$ cat config.mk
export PLATFORM = sky130hd
export DESIGN_NAME = pmp_csr
export DESIGN_NICKNAME = d
export VERILOG_FILES = /design/src/pmp_pkg.sv /design/src/pmp_csr.sv
export VERILOG_INCLUDE_DIRS = /design/src /design/src/src
export SDC_FILE = /design/constraint.sdc
export NUM_CORES = 1
export LEC_CHECK = 0
export ABC_AREA = 1
export BUFFER_PORTS_ARGS = -buffer_cell sky130_fd_sc_hd__buf_2
export CORE_ASPECT_RATIO = 1.4
export CORE_UTILIZATION = 25
export CTS_BUF_LIST = sky130_fd_sc_hd__clkbuf_16
export CTS_CLUSTER_DIAMETER = 30
export DETAILED_ROUTE_END_ITERATION = 12
export PLACE_DENSITY_LB_ADDON = 0.1
export SYNTH_ARGS = -nofsm -noshare
export SYNTH_HDL_FRONTEND = slang
export SYNTH_SLANG_ARGS = --single-unit
$ cat constraint.sdc
create_clock -name clk -period 2.3 [get_ports clk]
set_clock_uncertainty 0.05 [all_clocks]
set_input_delay 0.46 -clock clk [delete_from_list [all_inputs] [get_ports clk]]
set_output_delay 0.46 -clock clk [all_outputs]
set_load 0.05 [all_outputs]
$ cat src/pmp_config.svh
// --------------------
// Build-time sizing of the PMP unit
// --------------------

`ifndef PMP_CONFIG_SVH
`define PMP_CONFIG_SVH

// Number of implemented PMP entries
// Keep a power of two so the CSR index covers every entry
`define PMP_NUM_REGIONS 4

// NAPOT granularity G
// Smallest region is 2^(G+2) bytes
// 0 gives 4-byte granules
`define PMP_GRANULARITY 0

// Physical address width of a request
// pmpaddr registers hold bits PMP_ADDR_W-1 down to 2
`define PMP_ADDR_W 34

`endif

$ cat src/pmp_pkg.sv
// --------------------
// PMP types: match modes, access and privilege enums, CSR opcodes
// --------------------

package pmp_pkg;

  // --------------------
  // Entry match mode
  // --------------------
  // Encoding follows the A field of pmpcfg
  typedef enum logic [1:0] {
    PMP_MODE_OFF   = 2'b00,
    PMP_MODE_TOR   = 2'b01,
    PMP_MODE_NA4   = 2'b10,
    PMP_MODE_NAPOT = 2'b11
  } pmp_mode_e;

  // Access type of a memory request
  typedef enum logic [1:0] {
    PMP_ACC_EXEC  = 2'b00,
    PMP_ACC_WRITE = 2'b01,
    PMP_ACC_READ  = 2'b10
  } pmp_acc_e;

  // Privilege level of the requester
  typedef enum logic [1:0] {
    PRIV_LVL_U = 2'b00,
    PRIV_LVL_S = 2'b01,
    PRIV_LVL_M = 2'b11
  } priv_lvl_e;

  // --------------------
  // One pmpcfg byte
  // --------------------
  // Bit 7 lock, bits 6:5 reserved, bits 4:3 mode, then X W R
  typedef struct packed {
    logic      lock;
    logic [1:0] rsvd;
    pmp_mode_e mode;
    logic      exec;
    logic      write;
    logic      read;
  } pmp_cfg_t;

  // --------------------
  // CSR port opcode
  // --------------------
  // CFG selects pmpcfg of the indexed entry (byte in bits 7:0)
  // ADDR selects pmpaddr of the indexed entry
  //   pmpaddr holds physical address bits 33:2 in data bits 31:0
  // MSECCFG ignores the index
  //   Bit 0 MML, bit 1 MMWP, bit 2 RLB
  typedef enum logic [1:0] {
    PMP_CSR_CFG     = 2'b00,
    PMP_CSR_ADDR    = 2'b01,
    PMP_CSR_MSECCFG = 2'b10
  } pmp_csr_sel_e;

endpackage

$ cat src/pmp_csr.sv
// --------------------
// PMP register bank with lock, TOR-lock, MSECCFG and RLB write rules
// --------------------

`include "pmp_config.svh"

module pmp_csr (
  input  logic                                         clk,
  input  logic                                         rst_i,
  input  logic                                         csr_we_i,
  input  pmp_pkg::pmp_csr_sel_e                        csr_sel_i,
  input  logic [$clog2(`PMP_NUM_REGIONS)-1:0]          csr_idx_i,
  input  logic [31:0]                                  csr_wdata_i,
  output logic [31:0]                                  csr_rdata_o,
  output pmp_pkg::pmp_cfg_t [`PMP_NUM_REGIONS-1:0]     pmp_cfg_o,
  output logic [`PMP_NUM_REGIONS-1:0][`PMP_ADDR_W-1:2] pmp_addr_o,
  output logic                                         mml_o,
  output logic                                         mmwp_o
);

  localparam int N = `PMP_NUM_REGIONS;

  // Entry state
  pmp_pkg::pmp_cfg_t [N-1:0]       cfg_q;
  logic [N-1:0][`PMP_ADDR_W-1:2]   addr_q;
  // MSECCFG bits
  logic                            mml_q;
  logic                            mmwp_q;
  logic                            rlb_q;

  // Lock views per entry
  logic [N-1:0]                    lock_vec;
  logic [N-1:0]                    tor_lock;

  // Write qualification
  pmp_pkg::pmp_cfg_t               cfg_wdata;
  logic                            cfg_mml_refuse;
  logic                            cfg_wr_ok;
  logic                            addr_wr_ok;
  logic                            rlb_wr_ok;

  // --------------------
  // Lock decode
  // --------------------
  for (genvar i = 0; i < N; i++) begin : g_lock
    assign lock_vec[i] = cfg_q[i].lock;
    // Entry i+1 in locked TOR mode also freezes pmpaddr i
    if (i < N - 1) begin : g_tor
      assign tor_lock[i] = cfg_q[i+1].lock && (cfg_q[i+1].mode == pmp_pkg::PMP_MODE_TOR);
    end else begin : g_top
      assign tor_lock[i] = 1'b0;
    end
  end

  always_comb begin
    cfg_wdata      = pmp_pkg::pmp_cfg_t'(csr_wdata_i[7:0]);
    // Reserved field reads back as zero
    cfg_wdata.rsvd = 2'b00;
    // Under MML no new M-only executable or locked shared executable rule
    cfg_mml_refuse = mml_q && cfg_wdata.lock &&
                     ((cfg_wdata.exec && !(cfg_wdata.read && cfg_wdata.write)) ||
                      (cfg_wdata.write && !cfg_wdata.read));
    // RLB bypasses every entry lock rule
    cfg_wr_ok      = rlb_q || (!cfg_q[csr_idx_i].lock && !cfg_mml_refuse);
    addr_wr_ok     = rlb_q || !(cfg_q[csr_idx_i].lock || tor_lock[csr_idx_i]);
    // RLB frozen once any entry is locked with RLB clear
    rlb_wr_ok      = rlb_q || !(|lock_vec);
  end

  // --------------------
  // Register update
  // --------------------
  always_ff @(posedge clk) begin
    if (rst_i) begin
      cfg_q  <= '0;
      addr_q <= '0;
      mml_q  <= 1'b0;
      mmwp_q <= 1'b0;
      rlb_q  <= 1'b0;
    end else if (csr_we_i) begin
      case (csr_sel_i)
        pmp_pkg::PMP_CSR_CFG: begin
          if (cfg_wr_ok) begin
            cfg_q[csr_idx_i] <= cfg_wdata;
          end
        end
        pmp_pkg::PMP_CSR_ADDR: begin
          if (addr_wr_ok) begin
            addr_q[csr_idx_i] <= csr_wdata_i[`PMP_ADDR_W-3:0];
          end
        end
        pmp_pkg::PMP_CSR_MSECCFG: begin
          // MML and MMWP are sticky
          mml_q  <= mml_q | csr_wdata_i[0];
          mmwp_q <= mmwp_q | csr_wdata_i[1];
          if (rlb_wr_ok) begin
            rlb_q <= csr_wdata_i[2];
          end
        end
        default: ;
      endcase
    end
  end

  // Read port shows live state
  always_comb begin
    csr_rdata_o = '0;
    case (csr_sel_i)
      pmp_pkg::PMP_CSR_CFG:     csr_rdata_o[7:0] = cfg_q[csr_idx_i];
      pmp_pkg::PMP_CSR_ADDR:    csr_rdata_o      = addr_q[csr_idx_i];
      pmp_pkg::PMP_CSR_MSECCFG: csr_rdata_o[2:0] = {rlb_q, mmwp_q, mml_q};
      default: ;
    endcase
  end

  assign pmp_cfg_o  = cfg_q;
  assign pmp_addr_o = addr_q;
  assign mml_o      = mml_q;
  assign mmwp_o     = mmwp_q;

  // --------------------
  // Assertions
  // --------------------
  // Sticky MSECCFG bits drop only through reset
  a_mseccfg_sticky: assert property (@(posedge clk)
    ($fell(mml_q) || $fell(mmwp_q)) |-> $past(rst_i))
    else $error("MML or MMWP cleared without reset");

  a_idx_range: assert property (@(posedge clk) disable iff (rst_i)
    csr_we_i |-> (csr_idx_i < N))
    else $error("CSR index out of range");

endmodule

==> results of run 1 <==
routing by layer:
layer  part of all wire, %  track usage, %  vias up
li1                      -               -     4626
met1                    43           24.02     4114
met2                    50           34.43      233
met3                   4.3           3.060       36
met4                   2.4           7.876        0
met5                     0               0        -
power by group:
group,switching [W],leakage [nW],total [W],internal [W]
sequential,0.0000479,1.25,0.00279,0.00274
clock,0.00128,0.258,0.00276,0.00148
combinational,0.000796,4.44,0.00113,0.000331
total,0.00212,5.95,0.00668,0.00456
how the worst min path moves through the flow:
stage	from	to	slack, ps
floorplan	rlb_q	rlb_q	440
global placement	mmwp_o	mmwp_o	430
detailed placement	mmwp_o	mmwp_o	430
CTS	rst_i	pmp_cfg_o[31]	230
global route	rst_i	pmp_cfg_o[31]	250
finish	rst_i	mml_o	270
critical path, cell delays in order:
cell	delay, ps
sky130_fd_sc_hd__buf_4	150
sky130_fd_sc_hd__buf_4	160
sky130_fd_sc_hd__nand2_8	130
sky130_fd_sc_hd__buf_12	170
sky130_fd_sc_hd__buf_6	120
sky130_fd_sc_hd__o22ai_1	80
sky130_fd_sc_hd__a221oi_2	260
sky130_fd_sc_hd__nor2_4	40
sky130_fd_sc_hd__buf_2	210
per-stage QoR:
step / utilization (%) / TNS (ps)
after CTS: 35.54 / -25.71
after detailed placement: 33.38 / -16250
after global routing: 35.96 / -12.39
after floorplan: - / -719.9
after global placement: 33.38 / -20650
final: 35.96 / 0
registers in the layout, indices dropped and copies added, names as in the netlist:
| name | cells |
|---|---|
| mmwp_o | 1 |
| pmp_addr_o | 128 |
| rlb_q | 1 |
| mml_o | 1 |
| pmp_cfg_o | 24 |
what timing repair did:
| item | CTS | global route |
|---|---|---|
| buffers inserted | 0 | 0 |
| gates resized for setup | 25 | 33 |
| endpoints found under the setup margin | 14 | 22 |
| pin swaps | 0 | 5 |
| endpoints found under the hold margin | 0 | 0 |
| gates cloned | 2 | 1 |
| hold buffers | 0 | 0 |
layout by cell type (no fill, tap or decap), types with 4 or more instances in the layout:
master and count:
sky130_fd_sc_hd__nor2_4 28, sky130_fd_sc_hd__nand4_1 133, sky130_fd_sc_hd__clkbuf_16 18, sky130_fd_sc_hd__o21ai_0 8, sky130_fd_sc_hd__dfxtp_1 155, sky130_fd_sc_hd__inv_2 21
sky130_fd_sc_hd__nand2_1 312, sky130_fd_sc_hd__a221oi_4 6, sky130_fd_sc_hd__buf_4 84, sky130_fd_sc_hd__clkinvlp_4 5, sky130_fd_sc_hd__buf_6 8, sky130_fd_sc_hd__o22ai_1 44
sky130_fd_sc_hd__o22ai_2 4, sky130_fd_sc_hd__a221oi_2 17, sky130_fd_sc_hd__nand3_1 11, sky130_fd_sc_hd__nand3_2 4, sky130_fd_sc_hd__buf_2 197, sky130_fd_sc_hd__conb_1 8
sky130_fd_sc_hd__nor2_1 175, sky130_fd_sc_hd__a21oi_1 8, sky130_fd_sc_hd__buf_12 23, sky130_fd_sc_hd__inv_1 297
final cells by class:
cell class                      instances  area [µm²]  area share, %
Multi-Input combinational cell        774        4049          34.54
Sequential cell                       155        3103          26.47
Timing Repair Buffer                  315        2247          19.17
Inverter                              322        1219          10.40
Tap cell                              440       550.5          4.697
Clock buffer                           17       425.4          3.629
Clock inverter                         15       127.6          1.089
logic make-up (layout without fill, tap and decap cells):
logic type	after synthesis	count (layout)	synth area share, %
other cells	1	8	0.04509
compound gates	98	98	7.913
simple gates	668	668	34.65
buf+inv	422	669	20.08
flops	155	155	37.31
==> impl_summary.log, run 1 <==
INFO  metric outcome = completed
INFO  metric cts_htree_levels = 4
INFO  metric dp_hpwl = 23,140 µm
INFO  metric clock.fmax = 0.4386 GHz
INFO  metric ant_nets = 0
INFO  metric core_region_area = 32,600 µm²
INFO  metric final.hold.worst_slack = 269.0 ps
INFO  metric min_period = 2280 ps
INFO  metric area_delta_synth_final = 40.94%
INFO  metric postRouteWirelength = 33,110 µm
INFO  metric post-place-ws = -187.6 ps
INFO  metric grt_first_pass_wirelength = 50,450 µm
INFO  metric final.period_utilization = 99.12%
INFO  metric clock-root-buffer = sky130_fd_sc_hd__clkbuf_16
INFO  metric final_critical_path_setup_slack = 20.20 ps
INFO  metric detail_route.wl_per_cell = 16.25 µm
INFO  metric floorplan.die.width = 156.2 µm
INFO  metric worst_pin_slew = 565.3 ps
INFO  metric clkTransAtPathRegs = 70 ps
INFO  metric most_used_standard_cell_by_instance_count_after_synthesis = sky130_fd_sc_hd__nand2_1
INFO  metric post_layout_nonfiller_instances = 2,038
INFO  metric netlist.top_cell.by_area = sky130_fd_sc_hd__dfxtp_1
INFO  metric row_count = 78
INFO  metric syn-cell-area = 8317 µm²
INFO  metric setup.reg_to_reg.worst_slack = 370 ps
INFO  metric gr-usage-all-layers = 19.75%
INFO  metric maxSlewHeadroom = 62.31%
INFO  metric worst_setup_path_endpoint = csr_rdata_o[8]
INFO  metric worstRegToRegCells = 11
INFO  metric post_synth.cell_area_avg = 6.188 µm²
INFO  metric synth.cells.most_frequent = sky130_fd_sc_hd__nand2_1, sky130_fd_sc_hd__inv_1, sky130_fd_sc_hd__nor2_1
INFO  metric n_antenna_cell = 0
INFO  metric synthDominantCellAreaShare = 37.31%
INFO  metric final-max-slew-violation-count = 0
INFO  metric synthesis.yosys.warnings = 0
INFO  metric post_layout_nets = 1,624
INFO  metric critPathLaunch = csr_idx_i[0]
INFO  metric worst_setup_path_end_kind = primary output
INFO  metric synthesis.instances = 1,344
INFO  metric worstSetupStartpointType = input pin
INFO  metric maxCapViolCount = 0
INFO  metric detail_route.first_pass.iterations = 5
INFO  metric route.detailed.vias_per_inst = 4.421
INFO  metric totalPowerFinal = 0.006679 W
INFO  metric worst-endpoint-arrival = 1770 ps
INFO  metric p_leak = 5.954 nW
INFO  metric setup_viol_count_final = 0
INFO  metric area_post_placement = 10,880 µm²
INFO  metric design.portCount = 233
INFO  metric buffers_on_ports = 224
INFO  metric largest_net_degree_at_the_start_of_global_routing = 71
INFO  metric antenna_violations_before_repair = 0
INFO  metric seq_area_frac_synth = 37.31%
INFO  metric synth_enable_flop_cells = 0
INFO  metric worstPathMaxFanout = 7
INFO  metric design.die.area = 34,010 µm²
INFO  metric most_frequently_used_flop_master_after_synthesis = sky130_fd_sc_hd__dfxtp_1
INFO  metric detail_route.drc_violations = 0
INFO  metric tritoncts_num_sinks = 155
INFO  metric gp_routability_congestion = 0.7912
INFO  metric ir_drop = 0.0004589 V
INFO  metric timing.hold.worst_path_depth = 2
INFO  metric synth.distinct_cells = 22
INFO  metric reg2reg_to = pmp_addr_o[107]
INFO  metric gr-total-overflow = 0
INFO  metric synth-async-reset-ratio = 0%
INFO  metric place.detailed.instances = 2,003
INFO  metric first_iter_violations = 438
INFO  metric clk-insertion-delay-late = 450 ps
INFO  metric die_height = 217.8 µm
INFO  metric ys_seq_elements = 155
INFO  metric start_util = 25.51%
INFO  metric hold_violation_count_in_the_final_report = 0
INFO  metric timing.rr.start = pmp_cfg_o[23]
INFO  metric via_count = 9,009
INFO  metric synth.area.top_cells = sky130_fd_sc_hd__dfxtp_1, sky130_fd_sc_hd__nand2_1, sky130_fd_sc_hd__inv_1
INFO  metric clock_tree.buffer_depth = 2
INFO  metric fillerInstances = 3,661
INFO  metric tritoncts = done
INFO  metric hold_path.class = input pin to register
INFO  metric power.density_cell_area = 569.8 nW/µm²
INFO  metric finish.instance_area = 11,720 µm²
INFO  metric criticalPathCategory = input pin to primary output
INFO  metric post_route_cells_drive_above_1_share = 27.16%
INFO  metric first_global_vias = 8,666
INFO  metric critPathRequiredTime = 1790 ps
INFO  metric tritoncts.num_buffers = 17
(Power assumes the default switching activity.)
==> inputs of run 2 (changes only) <==
- PLACE_DENSITY_LB_ADDON: 0.1 -> 0.08
==> run 2 against run 1 <==
  * Combinational power about the same
  * Non-clock buffer count shrank 7
  * Clock power barely moved
  * Critical path depth fell by 1
  * Global-route usage increased by 0.56 points
  * Via count down 0.21%
  * Largest cell class unchanged
  * Highest routed layer unchanged
  * Sequential cell count did not move
  * Critical endpoint is now csr_rdata_o[30]
==> impl_summary.log, run 2 (synthesis results as in run 1) <==
INFO  metric antenna_violations_before_repair = 0
INFO  metric outcome = completed
INFO  metric finish.instance_area = 11,620 µm²
INFO  metric core_region_area = 32,600 µm²
INFO  metric gr-total-overflow = 0
INFO  metric dp_hpwl = 24,070 µm
INFO  metric floorplan.die.width = 156.2 µm
INFO  metric clock.fmax = 0.4375 GHz
INFO  metric hold_violation_count_in_the_final_report = 0
INFO  metric hold_buffers = 0
INFO  metric ir_drop = 0.0004572 V
INFO  metric fillerInstances = 3,666
INFO  metric final-max-slew-violation-count = 0
INFO  metric reg2reg_to = pmp_addr_o[40]
INFO  metric row_count = 78
INFO  metric area_post_placement = 10,840 µm²
INFO  metric cts.repair_timing.setup_buffer_count = 0
INFO  metric power.density_cell_area = 573.1 nW/µm²
INFO  metric post_route_cells_drive_above_1_share = 26.67%
INFO  metric maxCapViolCount = 0
INFO  metric area_delta_synth_final = 39.73%
INFO  metric clock-root-buffer = sky130_fd_sc_hd__clkbuf_16
INFO  metric buffers_on_ports = 224
INFO  metric die_height = 217.8 µm
INFO  metric worstRegToRegCells = 10
INFO  metric start_util = 25.51%
INFO  metric first_iter_violations = 438
INFO  metric ant_nets = 0
INFO  metric grt_first_pass_wirelength = 51,830 µm
INFO  metric worst_setup_path_endpoint = csr_rdata_o[30]
INFO  metric gp_routability_congestion = 0.7940
INFO  metric tritoncts.num_buffers = 17
INFO  metric layout_commonest_cell = sky130_fd_sc_hd__nand2_1
INFO  metric tritoncts_num_sinks = 155
INFO  metric design.die.area = 34,010 µm²
INFO  metric final_cell_mix = sky130_fd_sc_hd__nand2_1, sky130_fd_sc_hd__inv_1, sky130_fd_sc_hd__buf_2, sky130_fd_sc_hd__nor2_1, sky130_fd_sc_hd__dfxtp_1
INFO  metric first_global_vias = 8,880
INFO  metric worstPathMaxFanout = 11
INFO  metric p_leak = 5.914 nW
INFO  metric hold_path.class = input pin to register
INFO  metric worst_setup_path_end_kind = primary output
INFO  metric n_antenna_cell = 0
INFO  metric setup_viol_count_final = 0
INFO  metric detail_route.drc_violations = 0
INFO  metric timing.rr.start = pmp_cfg_o[23]
INFO  metric via_count = 8,990
INFO  metric setup.reg_to_reg.worst_slack = 410 ps
INFO  metric tritoncts = done
INFO  metric route.detailed.vias_per_inst = 4.429
INFO  metric multi_input_comb_area = 4111 µm²
INFO  metric final.period_utilization = 99.38%
INFO  metric design.portCount = 233
INFO  metric min_period = 2286 ps
INFO  metric rsz0062_at_grt = true
INFO  metric clk-insertion-delay-late = 450 ps
INFO  metric layout.area.seq = 3103 µm²
INFO  metric post_layout_nets = 1,617
INFO  metric clock_tree.buffer_depth = 2
INFO  metric cts_htree_levels = 4
INFO  metric worst-endpoint-arrival = 1780 ps
INFO  metric detail_route.first_pass.iterations = 4
INFO  metric worst_pin_slew = 594.4 ps
INFO  metric detail_route.wl_per_cell = 16.74 µm
INFO  metric gr-usage-all-layers = 20.31%
INFO  metric critPathRequiredTime = 1790 ps
INFO  metric final.hold.worst_slack = 270.3 ps
INFO  metric criticalPathCategory = input pin to primary output
INFO  metric max_reg_flops = 128
INFO  metric largest_net_degree_at_the_start_of_global_routing = 58
INFO  metric maxSlewHeadroom = 60.38%
INFO  metric worstSetupStartpointType = input pin
INFO  metric critPathLaunch = csr_idx_i[0]
INFO  metric clkTransAtPathRegs = 70 ps
INFO  metric postRouteWirelength = 33,990 µm
run 2: per-stage QoR:
step / setup TNS [ps] / instances / setup slack [ps] / power (W) / utilization, %
after global placement: -7129 / 1999 / -127.9 / 0.003952 / 33.25
after global routing: -250.7 / 2030 / -38.69 / 0.006960 / 35.65
after CTS: -669.5 / 2030 / -45.86 / 0.006739 / 35.08
after detailed placement: -4979 / 1999 / -113.2 / 0.003950 / 33.25
final: 0 / 2030 / 14.35 / 0.006660 / 35.65
after floorplan: -719.9 / 1351 / -36.00 / 0.003550 / -
run 2: where the power goes:
part / total [W] / leakage [nW] / switching (W) / internal (W)
logic: 0.00112 / 4.39 / 0.000800 / 0.000318
clock network: 0.00275 / 0.270 / 0.00119 / 0.00155
registers: 0.00279 / 1.25 / 0.0000491 / 0.00275
total: 0.00666 / 5.91 / 0.00204 / 0.00462
run 2: worst max-delay path: stages:
cell	delay (ps)
sky130_fd_sc_hd__buf_2	150
sky130_fd_sc_hd__buf_4	150
sky130_fd_sc_hd__nor2_4	120
sky130_fd_sc_hd__buf_4	250
sky130_fd_sc_hd__buf_4	200
sky130_fd_sc_hd__a221oi_4	80
sky130_fd_sc_hd__nor2_4	100
sky130_fd_sc_hd__clkbuf_4	230
run 2: repair_timing:
action                     CTS  global route
pin swaps                    0             2
gates resized for setup      9            46
setup endpoints to repair   22            26
run 2: routing by layer:
layer / vias to the layer above / part of all wire [%] / global-route usage (%)
met1: 4130 / 44 / 24.55
met4: 0 / 1.9 / 6.569
met2: 215 / 50 / 35.45
li1: 4608 / - / -
met5: - / 0 / 0
met3: 37 / 4.5 / 4.273
run 2: layout make-up:
| type | instances | share of cell area [%] |
|---|---|---|
| timing repair buffer | 308 | 18.03 |
| multi-input combinational | 774 | 35.38 |
| tap | 440 | 4.737 |
| inverter | 322 | 10.50 |
| clock buffer | 17 | 3.661 |
| clock inverter | 14 | 0.9905 |
| sequential | 155 | 26.70 |
run 2: worst min-delay path by stage:
stage	start	to	slack (ps)	cells past startpoint
2_1_floorplan	rlb_q	rlb_q	440	2
3_3_place_gp	mmwp_o	mmwp_o	430	2
3_5_place_dp	mmwp_o	mmwp_o	420	2
4_1_cts	csr_wdata_i[3]	pmp_cfg_o[11]	240	3
5_1_grt	rst_i	pmp_cfg_o[7]	270	2
6_report	csr_wdata_i[3]	pmp_cfg_o[11]	270	3
==> inputs of run 3 (changes only) <==
- CORE_UTILIZATION: 25 -> 53
- PLACE_DENSITY: unset -> 0.9
- PLACE_DENSITY_LB_ADDON: 0.08 -> unset
==> run 3 against run 2 <==
  * The run now ends with setup timing left
  * Design area shrank 6.0%
  * Maximum frequency is 1.0% lower
  * Sequential cell count stayed put
  * Via count rose by 6.1%
  * Worst hold slack improved by 33 ps
  * Largest cell class unchanged
  * Highest routed layer unchanged
==> impl_summary.log, run 3 (synthesis results as in run 1) <==
INFO  metric clkTransAtPathRegs = 60 ps
INFO  metric worstSetupStartpointType = input pin
INFO  metric post-place-ws = -34.29 ps
INFO  metric worst_setup_path_end_kind = primary output
INFO  metric clock-root-buffer = sky130_fd_sc_hd__clkbuf_16
INFO  metric layout_commonest_cell = sky130_fd_sc_hd__nand2_1
INFO  metric n_antenna_cell = 0
INFO  metric hold_violation_count_in_the_final_report = 0
INFO  metric die_height = 150.2 µm
INFO  metric design.portCount = 233
INFO  metric largest_net_degree_at_the_start_of_global_routing = 89
INFO  metric tritoncts.num_buffers = 17
INFO  metric detail_route.first_pass.iterations = 5
INFO  metric final_critical_path_setup_slack = -9.170 ps
INFO  metric detail_route.drc_violations = 0
INFO  metric post_layout_nets = 1,587
INFO  metric row_count = 53
INFO  metric ant_nets = 0
INFO  metric first_iter_violations = 776
INFO  metric cts_htree_levels = 4
INFO  metric criticalPathCategory = input pin to primary output
INFO  metric grt_first_pass_wirelength = 42,320 µm
INFO  metric tritoncts = done
INFO  metric ir_drop = 0.0003932 V
INFO  metric timing.rr.start = pmp_cfg_o[15]
INFO  metric final_cell_mix = sky130_fd_sc_hd__nand2_1, sky130_fd_sc_hd__inv_1, sky130_fd_sc_hd__buf_2, sky130_fd_sc_hd__nor2_1, sky130_fd_sc_hd__dfxtp_1
INFO  metric detail_route.wl_per_cell = 15.62 µm
INFO  metric post_layout_nonfiller_instances = 1,753
INFO  metric finish.instance_area = 10,930 µm²
INFO  metric totalPowerFinal = 0.006442 W
INFO  metric post_route_cells_drive_above_1_share = 25.24%
INFO  metric buffers_on_ports = 224
INFO  metric rsz0062_at_grt = true
INFO  metric failed_checks = setup timing
INFO  metric hold_path.class = input pin to register
INFO  metric via_count = 9,537
INFO  metric setup_viol_count_final = 1
INFO  metric post_cts.resized_instances = 0
INFO  metric critPathLaunch = csr_idx_i[1]
INFO  metric final.period_utilization = 100.4%
INFO  metric hold_buffers = 0
INFO  metric critPathRequiredTime = 1790 ps
INFO  metric start_util = 54.77%
INFO  metric min_period = 2309 ps
INFO  metric worst-endpoint-arrival = 1800 ps
INFO  metric design.die.area = 16,200 µm²
INFO  metric clock_tree.buffer_depth = 2
INFO  metric floorplan.die.width = 107.9 µm
INFO  metric max_reg_flops = 128
INFO  metric cts.repair_timing.setup_buffer_count = 0
INFO  metric tritoncts_num_sinks = 155
INFO  metric gr-usage-all-layers = 33.32%
INFO  metric first_global_vias = 8,727
INFO  metric power.density_cell_area = 589.6 nW/µm²
INFO  metric core_region_area = 15,190 µm²
INFO  metric clk-insertion-delay-late = 410 ps
INFO  metric clock.fmax = 0.4331 GHz
INFO  metric worstPathMaxFanout = 6
INFO  metric maxCapViolCount = 0
INFO  metric outcome = finished with violations
INFO  metric place.detailed.instances = 1,720
INFO  metric hold_start = csr_wdata_i[3]
INFO  metric setup.reg_to_reg.worst_slack = 320 ps
INFO  metric postRouteWirelength = 27,390 µm
INFO  metric p_leak = 5.756 nW
INFO  metric final-max-slew-violation-count = 0
INFO  metric gr-total-overflow = 0
INFO  metric antenna_violations_before_repair = 0
INFO  metric dp_hpwl = 18,490 µm
INFO  metric gp_routability_congestion = 0.9188
INFO  metric route.detailed.vias_per_inst = 5.440
INFO  metric area_post_placement = 10,330 µm²
INFO  metric area_delta_synth_final = 31.37%
==> run 3: changes by cell type in the layout (fill, tap and decap cells not counted), sizes merged <==
cell / previous run / this run
buf: 301 / 271
bufinv: 2 / 1
clkbuf: 24 / 23
clkinv: 9 / 8
clkinvlp: 2 / 6
==> run 3: cell type report <==
cell class / count / area, µm²
Timing Repair inverter: 1 / 7.507
Clock inverter: 15 / 112.6
Timing Repair Buffer: 277 / 1861
Multi-Input combinational cell: 774 / 3961
Fill cell: 1150 / 4260
Tap cell: 192 / 240.2
Inverter: 322 / 1215
Sequential cell: 155 / 3103
Clock buffer: 17 / 425.4
==> run 3: worst paths after layout <==
kind | to | depth (start not counted)
min | pmp_cfg_o[11] | 3
max reg2reg | pmp_addr_o[81] | 10
min reg2reg | mmwp_o | 2
max | csr_rdata_o[1] | 8
==> run 3: worst max-delay path, cell delays in order <==
cell	delay, ps
sky130_fd_sc_hd__buf_4	130
sky130_fd_sc_hd__inv_2	70
sky130_fd_sc_hd__nor2_4	220
sky130_fd_sc_hd__clkinvlp_4	240
sky130_fd_sc_hd__o22ai_1	200
sky130_fd_sc_hd__o21ai_0	100
sky130_fd_sc_hd__o211ai_1	150
sky130_fd_sc_hd__buf_4	240
==> run 3: stage by stage <==
step	hold WS, ps	utilization, %	TNS (ps)
6_report	303.6	71.95	-9.170
5_1_grt	306.6	71.95	-14.53
4_1_cts	289.0	71.56	0
3_5_place_dp	437.7	68.02	-83.10
3_3_place_gp	429.5	68.02	0
2_1_floorplan	437.1	-	-719.9
==> run 3: power by group <==
part	total, W	switching [W]	internal, W	leakage, nW
logic	0.00103	0.000756	0.000277	4.24
registers	0.00279	0.0000469	0.00275	1.25
clock network	0.00262	0.00115	0.00147	0.266
==> run 3: routing by layer <==
metal	wire length (µm)	GRT usage, %	vias up
li1	-	-	4539
met1	10390	39.18	4326
met2	13580	56.06	555
met3	2068	5.411	117
met4	1343	21.10	0
met5	0	0	-
